`config.mk`:
```
export PLATFORM = sky130hd
export DESIGN_NAME = pkt_reader
export DESIGN_NICKNAME = d
export VERILOG_FILES = /design/src/hdl/pkt_buf_pkg.sv /design/src/hdl/pkt_reader.sv
export SDC_FILE = /design/constraint.sdc
export NUM_CORES = 1
export LEC_CHECK = 0
export BUFFER_PORTS_ARGS = -buffer_cell sky130_fd_sc_hd__buf_2
export CAP_MARGIN = 20
export CORE_ASPECT_RATIO = 1.75
export CORE_UTILIZATION = 40
export CTS_BUF_LIST = sky130_fd_sc_hd__clkbuf_4 sky130_fd_sc_hd__clkbuf_8 sky130_fd_sc_hd__clkbuf_16
export CTS_CLUSTER_DIAMETER = 60
export CTS_CLUSTER_SIZE = 40
export DETAILED_ROUTE_END_ITERATION = 8
export PLACE_DENSITY = 0.78
export SLEW_MARGIN = 5
export SYNTH_ARGS = -nofsm -noshare
export SYNTH_HDL_FRONTEND = slang
export SYNTH_SLANG_ARGS = --single-unit
```
`constraint.sdc`:
```
create_clock -name clk -period 1.82 [get_ports clk]
set_input_delay 0.182 -clock clk [delete_from_list [all_inputs] [get_ports clk]]
set_output_delay 0.182 -clock clk [all_outputs]
set_load 0.01 [all_outputs]
```
`src/hdl/pkt_buf_pkg.sv`:
```
package pkt_buf_pkg;

    // buffer geometry
    localparam int PAGE_CNT   = 64;
    localparam int PAGE_WORDS = 8;
    localparam int WORD_W     = 16;
    localparam int CODE_W     = 8;

    // derived address widths
    localparam int PAGE_AW   = $clog2(PAGE_CNT);
    localparam int SLOT_AW   = $clog2(PAGE_WORDS);
    // one page flattened, as seen by the check generator
    localparam int PAGE_BITS = PAGE_WORDS * WORD_W;

    typedef logic [PAGE_AW-1:0] page_t;
    typedef logic [WORD_W-1:0]  word_t;
    typedef logic [SLOT_AW-1:0] slot_t;
    typedef logic [CODE_W-1:0]  code_t;
    // packet length in pages, saturates at all ones
    typedef logic [PAGE_AW-1:0] pcnt_t;
    // one extra bit so a full queue fits
    typedef logic [PAGE_AW:0]   fcnt_t;

    // last halfword of a page
    localparam slot_t LAST_SLOT = slot_t'(PAGE_WORDS - 1);
    // reader samples the link one slot ahead of the page switch
    localparam slot_t LINK_SLOT = slot_t'(PAGE_WORDS - 2);

    // enqueue descriptor, dest in the top bits
    typedef struct packed {
        logic [3:0] dest;
        logic [2:0] prior;
        page_t      head;
        pcnt_t      pages;
    } pkt_desc_t;

    typedef enum logic [1:0] {
        idle,
        first_page,
        next_pages
    } wr_state_t;

endpackage
```
`src/hdl/pkt_reader.sv`:
```
`timescale 1ns/1ps

module pkt_reader (
    input  logic                clk,
    input  logic                rst_n,
    input  logic                rd_start,
    input  pkt_buf_pkg::page_t  rd_head,
    input  pkt_buf_pkg::pcnt_t  rd_pages,
    output pkt_buf_pkg::page_t  rd_page,
    output pkt_buf_pkg::slot_t  rd_slot,
    input  pkt_buf_pkg::word_t  rd_word,
    input  pkt_buf_pkg::page_t  rd_link,
    input  pkt_buf_pkg::code_t  rd_code_in,
    output logic                push,
    output pkt_buf_pkg::page_t  push_page,
    output logic                rd_vld,
    output pkt_buf_pkg::word_t  rd_data,
    output pkt_buf_pkg::code_t  rd_code,
    output logic                rd_done
);
    import pkt_buf_pkg::*;

    logic  active;
    slot_t slot;
    page_t page;
    page_t link_q;
    pcnt_t remain;
    logic  page_last;

    assign page_last = active && (slot == LAST_SLOT);

    // address phase, one halfword per cycle
    always_ff @(posedge clk) begin
        if (!rst_n) begin
            active <= 1'b0;
            slot   <= '0;
            remain <= '0;
        end else if (rd_start) begin
            active <= 1'b1;
            slot   <= '0;
            remain <= rd_pages;
        end else if (active) begin
            slot <= slot + 1'b1;
            if (slot == LAST_SLOT) begin
                // remain counts the page being read
                if (remain == pcnt_t'(1)) begin
                    active <= 1'b0;
                end
                remain <= remain - 1'b1;
            end
        end
    end

    // rd_link is valid for the current page from slot 1 on
    always_ff @(posedge clk) begin
        if (active && slot == LINK_SLOT) begin
            link_q <= rd_link;
        end
    end

    always_ff @(posedge clk) begin
        if (rd_start) begin
            page <= rd_head;
        end else if (page_last) begin
            page <= link_q;
        end
    end

    // valid lags the address by the memory latency
    always_ff @(posedge clk) begin
        if (!rst_n) begin
            rd_vld  <= 1'b0;
            rd_done <= 1'b0;
        end else begin
            rd_vld  <= active;
            rd_done <= rd_vld && !active;
        end
    end

    assign rd_page   = page;
    assign rd_slot   = slot;

    // page returns to the free queue on its last read
    assign push      = page_last;
    assign push_page = page;

    // code read follows the page address, same latency as data
    assign rd_data   = rd_word;
    assign rd_code   = rd_code_in;

endmodule

```
Word-level counts from Yosys, hierarchy flattened
Cells that the tools add are included.
{"block": "word_totals", "out_inout_bits": 42, "ff_bits": 24, "inputBits": 45, "elab_cells": 31}
{"block": "op_classes", "muxes": 9, "bitwise": 1, "add_sub_neg": 2, "reduce_logical": 9, "eq_ne": 3}
{"op": "two-way mux 6 bit", "count": 5}
{"op": "== test 3 bit, second input constant", "count": 2}
{"op": "== test 6 x 1 -> 1 bit, second input constant", "count": 1}
{"op": "nonzero test 2 bit", "count": 3}
{"op": "subtractor 6 x 1 -> 6 bit, second input constant", "count": 1}
{"op": "two-way mux 1 bit", "count": 4}
{"op": "adder 3 x 1 -> 3 bit, second input constant", "count": 1}
{"op": "logical AND 1 bit", "count": 3}
{"op": "AND reduction 2 bit", "count": 1}
{"op": "OR reduction 2 bit", "count": 1}
{"op": "logical NOT 1 bit", "count": 1}
{"op": "NOT 1 bit", "count": 1}

Logic depth before layout (Yosys ltp)
Gate-level depths: netlist of the first run.
{"block": "logic_depth", "ltp_word": 5, "ltp_mapped": 5}

Worst setup path after synthesis of the first run
No wires, ideal clock.
{"block": "synth_timing", "path_type": "flip-flop to flip-flop", "from": "reg slot[0], in the netlist rd_slot[0]", "to": "reg remain[4]", "arrival_ps": 1469, "path_stages_with_launch": 6, "slack_ps": 277, "synth_period_minus_slack_ps": 1543, "required_ps": 1746, "cell_sequence": "dfxtp_1 ha_1 ha_1 nand3_1 or4_1 a31oi_1"}
{"block": "synth_via", "elab_chain_cells": 3}
{"item": "start: declaration", "line_no": "pkt_reader.sv:24", "rtl": "slot_t slot;"}
{"item": "start signal: assignment", "line_no": "pkt_reader.sv:43", "rtl": "slot <= slot + 1'b1;"}
{"item": "== test 3 bit", "line_no": "pkt_reader.sv:44", "rtl": "if (slot == LAST_SLOT) begin"}
{"item": "nonzero test 2 bit (no source line)"}
{"item": "AND reduction 2 bit (no source line)"}
{"item": "end signal: assignment", "line_no": "pkt_reader.sv:41", "rtl": "remain <= rd_pages;"}
{"item": "end signal: assignment", "line_no": "pkt_reader.sv:49", "rtl": "remain <= remain - 1'b1;"}
{"item": "end: declaration", "line_no": "pkt_reader.sv:27", "rtl": "pcnt_t remain;"}
No other way between the ends.
A chain may end at the register's enable or synchronous reset.

Final worst setup path of the first run
Same ends and word-level chain as after synthesis.

==> flow_summary.yaml, run 1 <==
job:
  max_cap_violations: 0
synth:
  ys_seq_elements: 24
  yosys_warnings: 0
  ys_types: 29
  syn-instance-count: 115
  synth_top_cell_area_share: 0.2897
  synthTopCellsByArea: "edfxtp_1 29%, dfxtp_1 19%, buf_4 18%, mux2_2 5.4%, ha_1 5.0%"
  synth_area_per_cell_um2: 10.81
  yosysSeqAreaShare: 0.4829
  synth_top_area_cell: "edfxtp_1"
  syn_area_um2: 1244
  synth_nets: 165
finish:
  insertedDiodeCount: 0
  final_cell_mix: "38 x buf_2, 12 x dfxtp_1, 12 x edfxtp_1"
  fillerInstances: 285
  final_util: 0.4462
  fin_nets: 175
  synthToLayoutAreaGrowth_pct: 5.030
  drive_gt1_frac: 0.3952
  multi_input_area_um2: 382.9
  final_common_cell: "buf_2"
  regArea_um2: 600.6
die:
  core_area_um2: 2928
  die-area_um2: 3345
  die_w_um: 44.15
  io_pins: 87
  initial_core_util: 0.4248
  rows: 26
  die_y_um: 75.77
drt:
  drt_pass1_iterations: 6
  vias_per_cell: 5.355
  drc: 8
  wl_mm: 2.119
  route.detailed.wl_per_inst_um: 13.94
  vias: 814
  drtIter0Drc: 31
  final_antenna_net_count: 0
sta:
  hold_viol: 0
  rsz0062_at_grt: "no"
  tns_ns: 0
  period_share: 0.9307
  setup_viol: 0
  worst_slew_pin_slew_ns: 0.2783
  slew_viol_final: 0
  fmax_mhz: 590.4
  finClkSkew_ns: 0.002456
  fin_crit_ns: 1.694
  worst_slew_margin_rel: 0.8143
power_and_ir_drop:
  p_leak_nw: 0.5758
  irDropWorstVdd_v: 0.0007141
  power.density_nw_per_um2: 900.8
clock_network:
  cts_tree: "built"
  cts_resized: 0
  postCtsSetupBuffers: 0
  htree_levels: 1
  cts_root_buffer: "clkbuf_8"
  cts_max_path_buffers: 2
  cts-hold-fix-buffers: 0
  clkTransAtPathRegs_ns: 0.08
  cts_buffers: 3
  cts.sinks: 24
  clock_latency_ns: 0.26
critical_path:
  crit_type: "flop to flop"
  worst-r2r-cell-count: 5
  critical_path_required_ns: 2.02
  cp_data_arrival_time_ns: 1.89
  startpoint_type: "flop"
  endpoint_kind: "flop"
  cp_max_fo: 6
placement:
  place_congestion: 0.7827
  io_buffers: 38
  dp_hpwl_mm: 1.675
global_routing:
  track_usage: 0.1346
  grt_pass1_wl_mm: 3.249
  grt_pass1_vias: 785
  overflow: 0
  grt_max_degree: 15
  antenna_found_initial: 0
status:
  violations: "design-rule violations"
  outcome: "finished, violations left"
hold_path:
  holdPathStages: 1
  hp-class: "input port to flop"
## logic make-up after synthesis
group           after synthesis  synth area share
buf+inv                      39            0.2093
flops                        24            0.4829
simple gates                 19           0.08250
compound gates               18           0.09155
mux                           7           0.06237
fa+ha+maj                     5           0.05030
xor+xnor                      3           0.02113
## worst paths after layout
| kind | start | end | slack, ns |
|---|---|---|---|
| setup / recovery | rd_slot[0] | remain[4] | 0.13 |
| hold / removal | rd_link[1] | link_q[1] | 0.09 |
| setup reg to reg | rd_slot[0] | remain[4] | 0.13 |
| hold reg to reg | rd_vld | rd_done | 0.43 |
## synth_stat cells (all sizes together)
| library cell | n |
|---|---|
| a21oi | 2 |
| and3 | 1 |
| mux2 | 6 |
| nand2b | 1 |
| nand3b | 1 |
| xor2 | 1 |
| dfxtp | 12 |
| or4 | 1 |
| a211oi | 1 |
| inv | 5 |
| buf | 31 |
| nand4bb | 1 |
| nand2 | 5 |
| o21ai | 7 |
| xnor2 | 2 |
| o211a | 1 |
| ha | 5 |
| mux2i | 1 |
| nand3 | 1 |
| nor2 | 4 |
| edfxtp | 12 |
| o31ai | 1 |
| or3 | 3 |
| a21boi | 2 |
| clkbuf | 3 |
| a311o | 1 |
| a31oi | 3 |
| and2 | 1 |
## flip-flops by register name, indices dropped and copies added (netlist names)
register and flops:
active 1, remain 6, push_page 6, link_q 6, rd_slot 3, rd_done 1, rd_vld 1
## critical path: stages (launching register included)
cell	delay, ns
dfxtp_1	0.40
ha_1	0.18
ha_1	0.26
nand3_1	0.17
or4_1	0.44
a31oi_1	0.18
## routing by layer
| metal | global-route usage | vias to the layer above | routed length, um |
|---|---|---|---|
| met4 | 0.1044 | 0 | 46 |
| met2 | 0.2402 | 51 | 1193 |
| li1 | - | 383 | - |
| met1 | 0.1229 | 372 | 715 |
| met5 | 0 | - | 0 |
| met3 | 0.04028 | 8 | 164 |
## final cells by class
| cell class | count | share of cell area |
|---|---|---|
| well taps | 28 | 0.02682 |
| clock inverters | 1 | 0.02299 |
| repair buffers | 39 | 0.1513 |
| flip-flops and latches | 24 | 0.4598 |
| clock buffers | 3 | 0.03161 |
| multi-input cells | 52 | 0.2931 |
| inverters | 5 | 0.01437 |
## stage by stage
step	total power, mW	cells	worst slack, ns	hold WS [ns]	area [um2]
2_1_floorplan	0.7403	115	0.2766	0.2809	1244
3_3_place_gp	0.7213	148	0.2881	0.3597	1235
3_5_place_dp	0.7289	148	0.1681	0.3601	1235
4_1_cts	1.179	152	0.1358	0.08311	1306
5_1_grt	1.223	152	0.03706	0.06964	1306
6_report	1.177	152	0.1262	0.08551	1306
## report_power, final
| group | internal (mW) | total (mW) | leakage (nW) | switching [mW] |
|---|---|---|---|---|
| Clock | 0.294 | 0.460 | 0.0357 | 0.166 |
| Combinational | 0.0553 | 0.110 | 0.328 | 0.0549 |
| Sequential | 0.589 | 0.606 | 0.212 | 0.0171 |
| Total | 0.939 | 1.18 | 0.576 | 0.238 |
No activity file was read; power rests on OpenSTA's default activity.
==> run 2, diff against run 1 <==
Settings changed: ABC_AREA set to 1, CORE_UTILIZATION 40 to 42, PLACE_DENSITY 0.78 to 0.8.
==> run 2 against run 1 <==
  * The run now ends clean
  * Global-route usage grew 0.64 points
  * Via count is 18% higher
  * Die area rose by 1.3%
  * Non-clock buffer count is the same
  * Clock power about the same
  * Maximum frequency is 13% higher
  * First-iteration DRC count is 29% lower
  * Critical path type is now flop to output pin
  * Critical endpoint is now push
  * Highest routed layer unchanged
==> flow_summary.yaml, run 2 <==
drt:
  wl_mm: 2.237
  vias: 963
  drc: 0
  vias_per_cell: 4.767
  drt_pass1_iterations: 4
  final_antenna_net_count: 0
  drtIter0Drc: 22
  route.detailed.wl_per_inst_um: 11.07
sta:
  fin_ws_ns: 0.3161
  finClkSkew_ns: 0.004635
  setup_viol: 0
  worst_slew_pin_slew_ns: 0.4269
  worst_slew_margin_rel: 0.7144
  slew_viol_final: 0
  period_share: 0.8263
  hold_viol: 0
  rsz0062_at_grt: "no"
  fmax_mhz: 664.9
  tns_ns: 0
  fin_crit_ns: 1.504
clock_network:
  cts.sinks: 24
  cts-hold-fix-buffers: 0
  postCtsSetupBuffers: 0
  clkTransAtPathRegs_ns: 0.08
  cts_max_path_buffers: 2
  htree_levels: 1
  cts_root_buffer: "clkbuf_8"
  clock_latency_ns: 0.26
  cts_resized: 0
  cts_buffers: 3
  cts_tree: "built"
critical_path:
  cp_max_fo: 4
  startpoint_type: "flop"
  endpoint_kind: "output pin"
  crit_type: "flop to output pin"
  critical_path_required_ns: 1.64
  cp_data_arrival_time_ns: 1.32
power_and_ir_drop:
  power_mw: 1.206
  power.density_nw_per_um2: 863.2
  p_leak_nw: 0.6719
  irDropWorstVdd_v: 0.0005614
synth:
  async_flop_share: 0
  synth_nets: 199
  synth_area_per_cell_um2: 8.884
  ys_top_cells_by_count: "37 x nand2_1, 30 x buf_4, 12 x dfxtp_1, 12 x edfxtp_1, 10 x inv_1"
  yosys_warnings: 0
  yosysSeqAreaShare: 0.4537
  syn-instance-count: 149
  ys_seq_elements: 24
  synthTopCellsByArea: "edfxtp_1 27%, dfxtp_1 18%, buf_4 17%, nand2_1 10%, ha_1 4.7%"
  synth_top_area_cell: "edfxtp_1"
  synth_most_common_cell: "nand2_1"
  ys_types: 26
  synth_edf_count: 12
  synth_ff_type: "edfxtp_1"
  syn_area_um2: 1324
  synth_top_cell_area_share: 0.2722
global_routing:
  grt_max_degree: 16
  grt_pass1_wl_mm: 3.588
  grt_pass1_vias: 887
  overflow: 0
  track_usage: 0.1410
  antenna_found_initial: 0
status:
  outcome: "finished clean"
finish:
  drive_gt1_frac: 0.3500
  insertedDiodeCount: 0
  synthToLayoutAreaGrowth_pct: 5.576
  final_cell_mix: "38 x buf_2, 37 x nand2_1, 12 x dfxtp_1, 12 x edfxtp_1, 10 x inv_1"
  final_util: 0.4721
  fin_nets: 211
  final_common_cell: "buf_2"
  fin_cells: 202
placement:
  placed_cells: 198
  preCtsSetupSlack_ns: 0.4453
  place_congestion: 0.7801
  io_buffers: 38
  dp_hpwl_mm: 1.777
die:
  core_area_um2: 2960
  io_pins: 87
  initial_core_util: 0.4472
  die_y_um: 76.27
  rows: 26
  die-area_um2: 3389
  die_w_um: 44.44
hold_path:
  hp-class: "input port to flop"
job:
  max_cap_violations: 0
run 2: cell types whose count changed in the layout (fill, tap and decap cells not counted), sizes merged, moves of 2 or more:
cell and delta:
a21oi +4, nand4 +2, nor2 +3, or3 -3
mux2 -6, o21ai -3, xnor2 -2, nand3 +7
a21boi -2, nand2 +35, a31oi -2, inv +10
run 2: logic make-up (layout without fill, tap and decap cells):
logic type      Yosys count  in the layout  share of synthesized area
simple gates             58             58                     0.1938
buf+inv                  47             58                     0.2316
flops                    24             24                     0.4537
compound gates           14             14                    0.06711
fa+ha+maj                 5              5                    0.04726
xor+xnor                  1              1                   0.006617
run 2: power breakdown:
group          switching [mW]  total, mW  internal, mW
logic                  0.0836      0.143        0.0597
registers              0.0144      0.605         0.590
clock network           0.165      0.458         0.294
run 2: worst paths after layout:
check	start	to	slack, ns	depth (start not counted)
hold reg to reg	rd_vld	rd_done	0.43	2
setup / recovery	rd_slot[0]	push	0.32	5
setup reg to reg	rd_slot[0]	remain[3]	0.41	8
hold / removal	rd_link[2]	link_q[2]	0.09	1
run 2: stage by stage:
stage               area [um2]  hold WS, ns
floorplan                 1324       0.2796
global placement          1326       0.3614
detailed placement        1326       0.3601
CTS                       1398      0.08451
global route              1398      0.07551
finish                    1398      0.08993
run 2: worst max-delay path, stage by stage, from the launching register on:
cell     delay [ns]
dfxtp_1        0.35
ha_1           0.21
ha_1           0.22
nand2_4        0.11
inv_2          0.04
buf_2          0.13
run 2: metal layers:
layer	global-route usage	vias to the layer above	routed length (um)
met5	0	-	0
met1	0.1374	436	851
li1	-	470	-
met3	0.02607	6	129
met2	0.2529	51	1213
met4	0.08788	0	43
run 2: final cells by class:
cell class / count / area, um2
fillers: 291 / 1563
well taps: 42 / 52.55
inverters: 15 / 58.81
flip-flops and latches: 24 / 600.6
repair buffers: 39 / 197.7
clock buffers: 3 / 41.29
clock inverters: 1 / 30.03
multi-input cells: 78 / 416.7
