`src/hdl/pkt_buf_pkg.sv`:
```
package pkt_buf_pkg;

    // buffer geometry
    localparam int PAGE_CNT   = 64;
    localparam int PAGE_WORDS = 8;
    localparam int WORD_W     = 16;
    localparam int CODE_W     = 8;

    // derived address widths
    localparam int PAGE_AW   = $clog2(PAGE_CNT);
    localparam int SLOT_AW   = $clog2(PAGE_WORDS);
    // one page flattened, as seen by the check generator
    localparam int PAGE_BITS = PAGE_WORDS * WORD_W;

    typedef logic [PAGE_AW-1:0] page_t;
    typedef logic [WORD_W-1:0]  word_t;
    typedef logic [SLOT_AW-1:0] slot_t;
    typedef logic [CODE_W-1:0]  code_t;
    // packet length in pages, saturates at all ones
    typedef logic [PAGE_AW-1:0] pcnt_t;
    // one extra bit so a full queue fits
    typedef logic [PAGE_AW:0]   fcnt_t;

    // last halfword of a page
    localparam slot_t LAST_SLOT = slot_t'(PAGE_WORDS - 1);
    // reader samples the link one slot ahead of the page switch
    localparam slot_t LINK_SLOT = slot_t'(PAGE_WORDS - 2);

    // enqueue descriptor, dest in the top bits
    typedef struct packed {
        logic [3:0] dest;
        logic [2:0] prior;
        page_t      head;
        pcnt_t      pages;
    } pkt_desc_t;

    typedef enum logic [1:0] {
        idle,
        first_page,
        next_pages
    } wr_state_t;

endpackage
```
`src/hdl/page_free_queue.sv`:
```
`timescale 1ns/1ps

module page_free_queue (
    input  logic                clk,
    input  logic                rst_n,
    input  logic                pop,
    input  logic                push,
    input  pkt_buf_pkg::page_t  push_page,
    output pkt_buf_pkg::page_t  head_page,
    output pkt_buf_pkg::fcnt_t  free_pages,
    output logic                ready
);
    import pkt_buf_pkg::*;

    localparam fcnt_t FULL = fcnt_t'(PAGE_CNT);

    page_t fifo_mem [PAGE_CNT];
    page_t head_ptr;
    page_t tail_ptr;
    fcnt_t fill_cnt;
    fcnt_t count;
    logic  filling;
    logic  wr_en;
    page_t wr_page;

    // self-fill runs until every page number has been queued once
    assign filling = (fill_cnt != FULL);
    assign ready   = !filling;

    // returned pages win over the fill sequence
    assign wr_en   = push || filling;
    assign wr_page = push ? push_page : page_t'(fill_cnt);

    always_ff @(posedge clk) begin
        if (wr_en) begin
            fifo_mem[tail_ptr] <= wr_page;
        end
    end

    // registered head read, new entry two cycles after a pop
    always_ff @(posedge clk) begin
        head_page <= fifo_mem[head_ptr];
    end

    // pointers wrap by themselves, depth is a power of two
    always_ff @(posedge clk) begin
        if (!rst_n) begin
            head_ptr <= '0;
            tail_ptr <= '0;
            fill_cnt <= '0;
        end else begin
            if (pop) begin
                head_ptr <= head_ptr + 1'b1;
            end
            if (wr_en) begin
                tail_ptr <= tail_ptr + 1'b1;
            end
            // a push stalls the fill for one cycle
            if (filling && !push) begin
                fill_cnt <= fill_cnt + 1'b1;
            end
        end
    end

    // occupancy, simultaneous add and remove cancel
    always_ff @(posedge clk) begin
        if (!rst_n) begin
            count <= '0;
        end else begin
            case ({wr_en, pop})
                2'b10:   count <= count + 1'b1;
                2'b01:   count <= count - 1'b1;
                default: count <= count;
            endcase
        end
    end

    assign free_pages = count;

endmodule

```
`config.mk`:
```
export PLATFORM = sky130hd
export DESIGN_NAME = page_free_queue
export DESIGN_NICKNAME = d
export VERILOG_FILES = /design/src/hdl/pkt_buf_pkg.sv /design/src/hdl/page_free_queue.sv
export SDC_FILE = /design/constraint.sdc
export NUM_CORES = 1
export LEC_CHECK = 0
export BUFFER_PORTS_ARGS = -buffer_cell sky130_fd_sc_hd__buf_4
export CORE_ASPECT_RATIO = 0.7
export CORE_MARGIN = 3
export CORE_UTILIZATION = 35
export DETAILED_ROUTE_END_ITERATION = 10
export PLACE_DENSITY = 0.5
export SLEW_MARGIN = 20
export SYNTH_ARGS = -nofsm -noshare
export SYNTH_HDL_FRONTEND = slang
export SYNTH_SLANG_ARGS = --single-unit
```
`constraint.sdc`:
```
create_clock -name clk -period 3.8 [get_ports clk]
set_clock_uncertainty 0.1 [all_clocks]
set_input_delay 0.19 -clock clk [delete_from_list [all_inputs] [get_ports clk]]
set_output_delay 0.19 -clock clk [all_outputs]
set_load 0.03 [all_outputs]
```
Yosys cells after proc, flatten, opt, wreduce, memory -nomap -nowiden --
Memories as Yosys holds them, arrays and structs flattened. A register that Yosys moved wholly into a read port is not among the register bits. Cells that the tools add are included.
Storage, ports and cells: register bits 26, bits in read-only memories 0, word-level logic and storage cells 22, latch bits 0, memories 1, bits in writable memories 384
Operators by class: shifts and indexed selects 0, divide/modulo/power cells 0, add/sub/neg operators 5, magnitude comparators 0, reductions and logical operators 5, multiply operators 0, multiplexer cells 4, equality and inequality tests 3, bitwise gates (word level) 0
Memories:
- fifo_mem | depth 64, width 6, rd ports 1, clocked after memory_dff 1, write ports 1, line page_free_queue.sv:17 | page_t fifo_mem [PAGE_CNT];
Operator list (number):
- $add 7x1->7 const B | 2
- $pmux 7 s2 | 1
- $add 6x1->6 const B | 2
- $ne 7x7->1 const B | 1
- $sub 7x1->7 const B | 1
- $mux 6 | 1
- $eq 2x1->1 const B | 1
- $eq 2x2->1 const B | 1
- $logic_not 1->1 | 2
- $mux 1 | 2
- $reduce_bool 2->1 | 1
- $logic_and 1x1->1 | 1
- $logic_or 1x1->1 | 1

Logic depth before layout (Yosys ltp) --
Gate-level depths: netlist of run 1.
depth in word-level cells 4, mapped depth 15

Worst setup path after synthesis of run 1 --
OpenSTA, ideal clock, no wires.
path kind reg2reg, from register fill_cnt[0], to memory fifo_mem[0][0] (netlist bit) (data pin), path buffers 0, clock period less this slack 3743 ps, path slack 57 ps, library setup time 702 ps, arrival time 2941 ps, cell stages (with the launch flop) 3, cell sequence dfxtp_1 > inv_1 > o21ai_0
On the way: longest elaborated chain between the ends 1
RTL lines:
- from (decl) | line page_free_queue.sv:20 | fcnt_t fill_cnt;
- from (signal assigned) | line page_free_queue.sv:60 | fill_cnt <= fill_cnt + 1'b1;
- $mux 6 | line page_free_queue.sv:32 | assign wr_page = push ? push_page : page_t'(fill_cnt);
- named net wr_page[0] | line page_free_queue.sv:24 | page_t wr_page;
- to (decl) | line page_free_queue.sv:17
The timed path passes the listed nets, and every way through them passes these cells.

Worst setup path in the final report of run 1 --
from register fill_cnt[3], to register count[3] (netlist: free_pages[3])
On the way: longest elaborated chain between the ends 4, elaborated cells on any way between the ends 6, classes of those cells eq/ne (3); mux (1); reduce/logical (2)
RTL lines:
- $ne 7x7->1 (*) | line page_free_queue.sv:27 | assign filling = (fill_cnt != FULL);
- $logic_or 1x1->1 (*) | line page_free_queue.sv:31 | assign wr_en = push || filling;
- $eq 2x1->1 or $eq 2x2->1 (tied branches) | line page_free_queue.sv:70 | case ({wr_en, pop})
- $pmux 7 s2 or $reduce_bool 2->1 (tied branches)
- to (signal assigned) | line page_free_queue.sv:71 | 2'b10: count <= count + 1'b1;
- to (signal assigned) | line page_free_queue.sv:72 | 2'b01: count <= count - 1'b1;
- to (signal assigned) | line page_free_queue.sv:73 | default: count <= count;
- to (decl) | line page_free_queue.sv:21 | fcnt_t count;
Every way passes the cells marked *; elsewhere a longest branch is shown, timed or not. A chain may end at the register's enable or synchronous reset.

==> results of run 1 <==
==> per-layer routing <==
layer	part of all wire [%]	global-route usage, %	routed length (um)
met1	50	25.6	20200
met2	41	22.0	16700
met3	7.1	3.99	2870
met4	1.7	3.48	678
met5	0	0	0
==> worst max path at each step <==
stage,slack (ns),start,endpoint
global placement,0.74,fill_cnt[3]$_SDFFE_PN0P_,free_pages[3]$_SDFFE_PN0P_
floorplan,0.06,fill_cnt[0]$_SDFFE_PN0P_,fifo_mem[0][0]$_DFFE_PP_
finish,0.60,fill_cnt[3]$_SDFFE_PN0P_,free_pages[3]$_SDFFE_PN0P_
detailed placement,0.64,fill_cnt[3]$_SDFFE_PN0P_,free_pages[3]$_SDFFE_PN0P_
CTS,0.60,fill_cnt[3]$_SDFFE_PN0P_,free_pages[3]$_SDFFE_PN0P_
global route,0.33,fill_cnt[3]$_SDFFE_PN0P_,free_pages[3]$_SDFFE_PN0P_
==> cell usage after synthesis, drive strengths merged, types with 2 or more instances <==
| cell type | instances |
|---|---|
| a21oi | 9 |
| clkbuf | 21 |
| o31ai | 2 |
| a211oi | 21 |
| and3b | 2 |
| buf | 33 |
| nand2b | 5 |
| dfxtp | 32 |
| o21a | 2 |
| xor2 | 5 |
| inv | 5 |
| mux2 | 4 |
| and2 | 17 |
| nor2b | 10 |
| or4b | 2 |
| or3b | 3 |
| o41ai | 5 |
| xnor2 | 14 |
| o21ai | 10 |
| a32oi | 2 |
| or3 | 6 |
| nand4 | 3 |
| or2 | 3 |
| o22ai | 23 |
| nor2 | 70 |
| nor3 | 2 |
| or4 | 2 |
| nand3b | 7 |
| nand3 | 11 |
| mux4 | 71 |
| o221ai | 2 |
| a21o | 2 |
| and3 | 7 |
| ha | 7 |
| edfxtp | 384 |
| a21boi | 5 |
| a22oi | 11 |
| nand2 | 22 |
| mux2i | 75 |
==> sequential cells by signal, summed over array words and instances (netlist names) <==
signal      count
head_ptr        6
tail_ptr        6
head_page       6
free_pages      7
fifo_mem      384
fill_cnt        7
==> worst max-delay path, delay by kind of cell (launching register included) <==
| family | cells | cell delay [ns] |
|---|---|---|
| and+or+nand+nor | 5 | 1.85 |
| DFF | 1 | 0.37 |
| buffers and inverters | 1 | 0.11 |
| adders and majority gates | 1 | 0.40 |
| AOI/OAI and AO/OA | 2 | 0.30 |
==> area by class of cell <==
class / instances / area (sq um) / area share (%)
multi-input combinational: 449 / 4250 / 22.4
sequential: 416 / 12200 / 64.2
clock buffer: 49 / 1050 / 5.56
inverter: 6 / 23.8 / 0.125
tap: 612 / 766 / 4.03
clock inverter: 24 / 259 / 1.36
timing repair buffer: 54 / 448 / 2.36
==> repair_timing <==
action / 4_1_cts / 5_1_grt
endpoints found under the setup margin: 0 / 0
hold endpoints to repair: 26 / 0
gates resized for setup: 0 / 0
hold buffers: 2 / 0
buffers inserted: 0 / 0
==> cells by family after synthesis <==
| kind of cell | after synthesis | synth area share [%] |
|---|---|---|
| AND/OR/NAND/NOR | 174 | 5.34 |
| buffers and inverters | 60 | 2.06 |
| XOR/XNOR | 19 | 0.994 |
| multiplexers | 150 | 14.3 |
| AO/OA/AOI/OAI | 99 | 4.07 |
| adder cells (fa/ha/maj) | 7 | 0.523 |
| flip-flops | 416 | 72.7 |
==> stage by stage <==
step	hold slack, ns	power [mW]
floorplan	0.238	5.62
global placement	0.406	5.88
detailed placement	0.421	5.88
CTS	0.149	9.92
global route	0.194	10.1
finish	0.168	9.82
==> power breakdown <==
group          internal, mW  switching [mW]  total [mW]
Sequential             5.06          0.0487        5.11
Clock                  2.33            1.72        4.05
Combinational         0.256           0.398       0.654
Total                  7.65            2.17        9.82
==> metrics.md, run 1 <==
| Metric | Value |
|---|---|
| First-pass GRT wire length | `58900 um` |
| WS Path Type | `reg -> reg` |
| WHS Endpoint | `fill_cnt[1]$_SDFFE_PN0P_` |
| Synth top area cells | `edfxtp_1, mux4_2, mux2i_1` |
| Clock-pin slew on the worst setup and hold paths | `0.06 ns` |
| Initial antenna violation count | `0` |
| DRT iter0 DRCs | `776` |
| Ys async rst share | `0%` |
| Wire per inst | `25.1 um` |
| Dpl cells | `1535` |
| R2r endpoint | `free_pages[3]$_SDFFE_PN0P_` |
| Final worst setup slack | `0.596 ns` |
| Slew @ Worst Pin | `0.975 ns` |
| Fillers | `4169` |
| Diodes inserted | `0` |
| Register area share after synthesis | `72.7%` |
| Routed Antenna Nets | `0` |
| Dpl ws | `0.641 ns` |
| Max cap viols | `0` |
| Ratio of final minimum period to clock period | `84.3%` |
| Largest net degree at the start of global routing | `50` |
| Core Region | `0.0468 sq mm` |
| Area leader, netlist | `edfxtp_1` |
| Cell area after placement | `0.0176 sq mm` |
| Root buffer cell | `clkbuf_16` |
| Final Util | `40.5%` |
| H-Tree Depth | `2` |
| CTS tree | `done` |
| Syn avg cell area | `18.1 sq um` |
| Reg2reg start | `fill_cnt[3]$_SDFFE_PN0P_` |
| Worst Hold Depth | `4` |
| Post-Syn Area | `0.0167 sq mm` |
| Clock Latency Late Sink | `0.55 ns` |
| DIE AREA | `0.0505 sq mm` |
| Final setup TNS | `0 ns` |
| DP HPWL | `25700 um` |
| Vias post-DR | `8468` |
| Non-filler cells, final | `1610` |
| Final Net Count | `984` |
| Mapped Cells | `925` |
| Post-Layout Inst Area | `0.0190 sq mm` |
| Worst Path Required | `4.17 ns` |
| Clock buffer depth | `3` |
| Reg2Reg Setup Slack | `0.60 ns` |
| Synth cell types | `55` |
| Ports | `24` |
| Leakage | `5.91 nW` |
| Vias/cell | `5.26` |
| Synth Warn # | `0` |
| Yosys top cell area share | `68.9%` |
| Synth-to-layout area growth | `13.4%` |
| # rows | `66` |
| CP endpoint kind | `flip-flop` |
| VDD IR max | `266 uV` |
| Initial core utilization | `35.8%` |
| Die W | `267 um` |
| Vias in the first global route | `8380` |
| Crit path DAT | `3.57 ns` |
| Tot GR Track Use | `16.1%` |
| Dominant synthesized flop cell | `edfxtp_1` |
| Worst min-delay path class | `in -> reg` |
| Max-slew violations | `0` |
| HP Start | `push` |
| Clock Sinks | `416` |
| Peak fanout along the critical path | `13` |
| R2R cell count | `9` |
| Post-Syn Nets | `942` |
| Sequence of cells on the critical path | `or4b_4 -> or3_1 -> clkinv_2 -> ha_1 -> nor3b_1 -> o21ai_1 -> and3_1 -> or4_1 -> a21boi_0` |
| Slowest-stage cell, CP | `or4b_4` |
| Outcome | `finished clean` |
| Post-synth EDFFs | `384` |
| Die Span Y | `189 um` |
| Slew HR | `34.8%` |
| Final GP Congestion | `0.817` |
| Commonest non-fill, non-tap cell in the layout | `edfxtp_1` |
| Routed WL | `40400 um` |
| Final setup fails | `0` |
| Tmin final | `3.20 ns` |
| Pre-antenna DRT Iters | `5` |
| Layout cells sized above 1 | `20.1%` |
| Power per Cell Area | `517 mW/mm^2` |
| Fmax | `312 MHz` |
| DRC violations left | `0` |
| PortBufs | `23` |
| Seq cells post-synth | `416` |
| Final hold violations | `0` |
| RSZ-0062 raised after global routing | `no` |
| Startpoint types | `flip-flop` |
| CP max stage delay | `0.54 ns` |
| Num CTS Buffers | `40` |
| Grt total ovfl | `0` |
| Most frequent cells in the layout | `edfxtp_1, mux2i_1, mux4_2, nor2_1, buf_4` |
(Power assumes the default switching activity.)
==> inputs of run 2 (changes only) <==
--- a/config.mk
+++ b/config.mk
@@ -5,12 +5,13 @@
 export SDC_FILE = /design/constraint.sdc
 export NUM_CORES = 1
 export LEC_CHECK = 0
+export ABC_AREA = 1
 export BUFFER_PORTS_ARGS = -buffer_cell sky130_fd_sc_hd__buf_4
 export CORE_ASPECT_RATIO = 0.7
 export CORE_MARGIN = 3
 export CORE_UTILIZATION = 35
 export DETAILED_ROUTE_END_ITERATION = 10
-export PLACE_DENSITY = 0.5
+export PLACE_DENSITY = 0.48
 export SLEW_MARGIN = 20
 export SYNTH_ARGS = -nofsm -noshare
 export SYNTH_HDL_FRONTEND = slang
==> constraint.sdc (replaced) <==
create_clock -name clk -period 3.2 [get_ports clk]
set_clock_uncertainty 0.1 [all_clocks]
set_input_delay 0.16 -clock clk [delete_from_list [all_inputs] [get_ports clk]]
set_output_delay 0.16 -clock clk [all_outputs]
set_load 0.03 [all_outputs]
==> run 2 against run 1 <==
Effect of this change:
- combinational power up 42%
- count of clock-buffer cells in the layout up 15
- flip-flop and latch count unchanged
- cell count up 51%
- wire length up 21%
- highest routed layer unchanged
- total power up 19%
- cell area up 6.7%
- critical path depth unchanged
==> metrics.md, run 2 <==
| Metric | Value |
|---|---|
| Post-synth top cells | `nand2_1, edfxtp_1, nor2_1` |
| DP HPWL | `29100 um (+13%)` |
| Largest net degree at the start of global routing | `209 (+320%)` |
| Multiplexer share of the synthesized area | `0% (-14 points)` |
| Peak fanout along the critical path | `16 (+3)` |
| Post-synthesis simple-gate area fraction | `22.3% (+17 points)` |
| CTS tree | `done` |
| Initial antenna violation count | `0 (unchanged)` |
| Area leader, netlist | `edfxtp_1` |
| Post-synth EDFFs | `384 (unchanged)` |
| CP endpoint kind | `flip-flop` |
| Synth cell types | `30 (-45%)` |
| Wire per inst | `20.1 um (-20%)` |
| Final setup TNS | `0 ns (unchanged)` |
| Final Net Count | `1759 (+79%)` |
| Clock buffer depth | `3 (unchanged)` |
| Final hold violations | `0 (unchanged)` |
| Slew @ Worst Pin | `0.999 ns (+0.0245 ns)` |
| Syn avg cell area | `10.4 sq um (-42%)` |
| Clock Latency Late Sink | `0.55 ns (about the same)` |
| Tmin final | `2.74 ns (-0.461 ns)` |
| Clock-pin slew on the worst setup and hold paths | `0.06 ns (about the same)` |
| Ratio of final minimum period to clock period | `85.7% (+1.4 points)` |
| Outcome | `finished clean` |
| Vias post-DR | `12300 (+45%)` |
| Worst min-delay path class | `in -> reg` |
| Most frequent cells in the layout | `nand2_1, edfxtp_1, nor2_1, nand3_1, inv_1` |
| Max reg flops | `384 (unchanged)` |
| Synth-to-layout area growth | `14.1%` |
| Ys async rst share | `0% (unchanged)` |
| Max cap viols | `0 (unchanged)` |
| Synth top area cells | `edfxtp_1, nand2_1, nand3_1` |
| Yosys top cell area share | `65.0% (-3.9 points)` |
| Mapped Cells | `1701 (+84%)` |
| Dominant synthesized flop cell | `edfxtp_1` |
| Seq cells post-synth | `416 (unchanged)` |
| Largest Register | `fifo_mem` |
| Die W | `275 um (+2.9%)` |
| VDD IR max | `314 uV (+18%)` |
| Max-slew violations | `0 (unchanged)` |
| Startpoint types | `flip-flop` |
| Top-count cell post-synth | `nand2_1` |
| Xor and xnor area share after synthesis | `0.296% (-0.70 points)` |
| RSZ-0062 raised after global routing | `no` |
| Routed WL | `49000 um (+21%)` |
| Routed Antenna Nets | `0 (unchanged)` |
| Core Region | `0.0497 sq mm (+6.1%)` |
| Synth Warn # | `0 (unchanged)` |
| Compound-gate portion of the synthesized area | `3.60% (-0.47 points)` |
| H-Tree Depth | `2 (unchanged)` |
| Crit path DAT | `2.82 ns (-0.75 ns)` |
| Die Span Y | `194 um (+2.9%)` |
| Post-Syn Nets | `1718 (+82%)` |
| First-pass GRT wire length | `74100 um (+26%)` |
| DIE AREA | `0.0535 sq mm (+5.8%)` |
| Clock Sinks | `416 (unchanged)` |
| Post-synthesis adder-cell area fraction | `0.494% (-0.030 points)` |
| Vias/cell | `5.04 (-4.2%)` |
| WS Path Type | `reg -> reg` |
| Diodes inserted | `0 (unchanged)` |
| Commonest non-fill, non-tap cell in the layout | `nand2_1` |
| Leakage | `7.60 nW (+29%)` |
| # rows | `68 (+3.0%)` |
| Root buffer cell | `clkbuf_16` |
| Worst Path Required | `3.28 ns (-0.89 ns)` |
| Vias in the first global route | `11800 (+41%)` |
| PortBufs | `23 (unchanged)` |
| Ports | `24 (unchanged)` |
| Fmax | `365 MHz (+17%)` |
| Slew HR | `33.4% (-1.4 points)` |
| DRC violations left | `0 (unchanged)` |
| Num CTS Buffers | `43 (+7.5%)` |
| Final Util | `40.8% (+0.22 points)` |
| Post-Syn Area | `0.0177 sq mm (+6.0%)` |
| Final GP Congestion | `0.807 (-1.3%)` |
| Layout cells sized above 1 | `8.57% (-12 points)` |
| Largest family of logic cells by synthesized area | `simple AND/OR/NAND/NOR gates` |
| DRT iter0 DRCs | `1328 (+71%)` |
| Grt total ovfl | `0 (unchanged)` |
| Register area share after synthesis | `68.6% (-4.1 points)` |
| Tot GR Track Use | `18.3% (+2.3 points)` |
| Final setup fails | `0 (unchanged)` |
| Pre-antenna DRT Iters | `6 (+1)` |
| Power per Cell Area | `578 mW/mm^2 (+12%)` |
| Initial core utilization | `35.7% (-0.042 points)` |
[run 2: cell type report]
class | count | area (sq um)
Clock buffer | 64 | 1210
Sequential cell | 416 | 12200
Timing Repair Buffer | 81 | 781
Clock inverter | 13 | 87.6
Tap cell | 665 | 832
Fill cell | 4881 | 29400
Inverter | 96 | 363
Multi-Input combinational cell | 1104 | 4800
[run 2: final timing paths]
check,start,endpoint,slack (ns),cells past startpoint
max,fill_cnt[0]$_SDFFE_PN0P_,fifo_mem[58][3]$_DFFE_PP_,0.46,9
min reg2reg,fill_cnt[6]$_SDFFE_PN0P_,fill_cnt[6]$_SDFFE_PN0P_,0.40,2
min,push,tail_ptr[4]$_SDFFE_PN0P_,0.07,4
max reg2reg,fill_cnt[0]$_SDFFE_PN0P_,fifo_mem[58][3]$_DFFE_PP_,0.46,9
[run 2: per-stage QoR]
stage          hold slack [ns]  area, sq um  worst slack [ns]  std cells  power (mW)
3_5_place_dp             0.346        18900             0.385       2358        7.11
4_1_cts                 0.0509        20200             0.384       2439        11.8
3_3_place_gp             0.344        18900             0.403       2358        7.11
6_report                0.0739        20200             0.457       2439        11.7
2_1_floorplan            0.150        17700             0.535       1701        6.74
5_1_grt                  0.111        20200             0.105       2439        12.1
[run 2: report_power, final]
part / internal [mW] / leakage (nW) / switching (mW)
combinational: 0.254 / 3.19 / 0.676
sequential: 6.02 / 3.77 / 0.0422
clock: 2.69 / 0.633 / 2.03
total: 8.96 / 7.60 / 2.75
[run 2: per-layer routing]
layer	GRT usage, %	share of wire, %
met1	28.4	49
met2	26.1	41
met3	4.34	8.3
met4	3.79	1.7
met5	0	0
[run 2: logic make-up (layout without fill, tap and decap cells)]
family / count (synthesis) / count (layout)
AOI/OAI and AO/OA: 124 / 124
DFF: 416 / 416
and+or+nand+nor: 967 / 967
adders and majority gates: 7 / 7
buffers and inverters: 181 / 254
xor gates and xnor gates: 6 / 6
[run 2: what timing repair did]
item | 4_1_cts | 5_1_grt
gates resized for setup | 0 | 1
endpoints found under the setup margin | 0 | 1
buffers inserted | 0 | 0
hold buffers | 4 | 0
hold endpoints to repair | 17 | 0
[run 2: critical path, stage by stage, from the launching register on]
cell     delay (ns)
dfxtp_1        0.35
inv_1          0.11
ha_1           0.21
nand2_1        0.06
nor2_1         0.04
nand2_2        0.09
nor2_4         0.07
inv_2          0.23
nand4_2        0.50
nor2_1         0.62
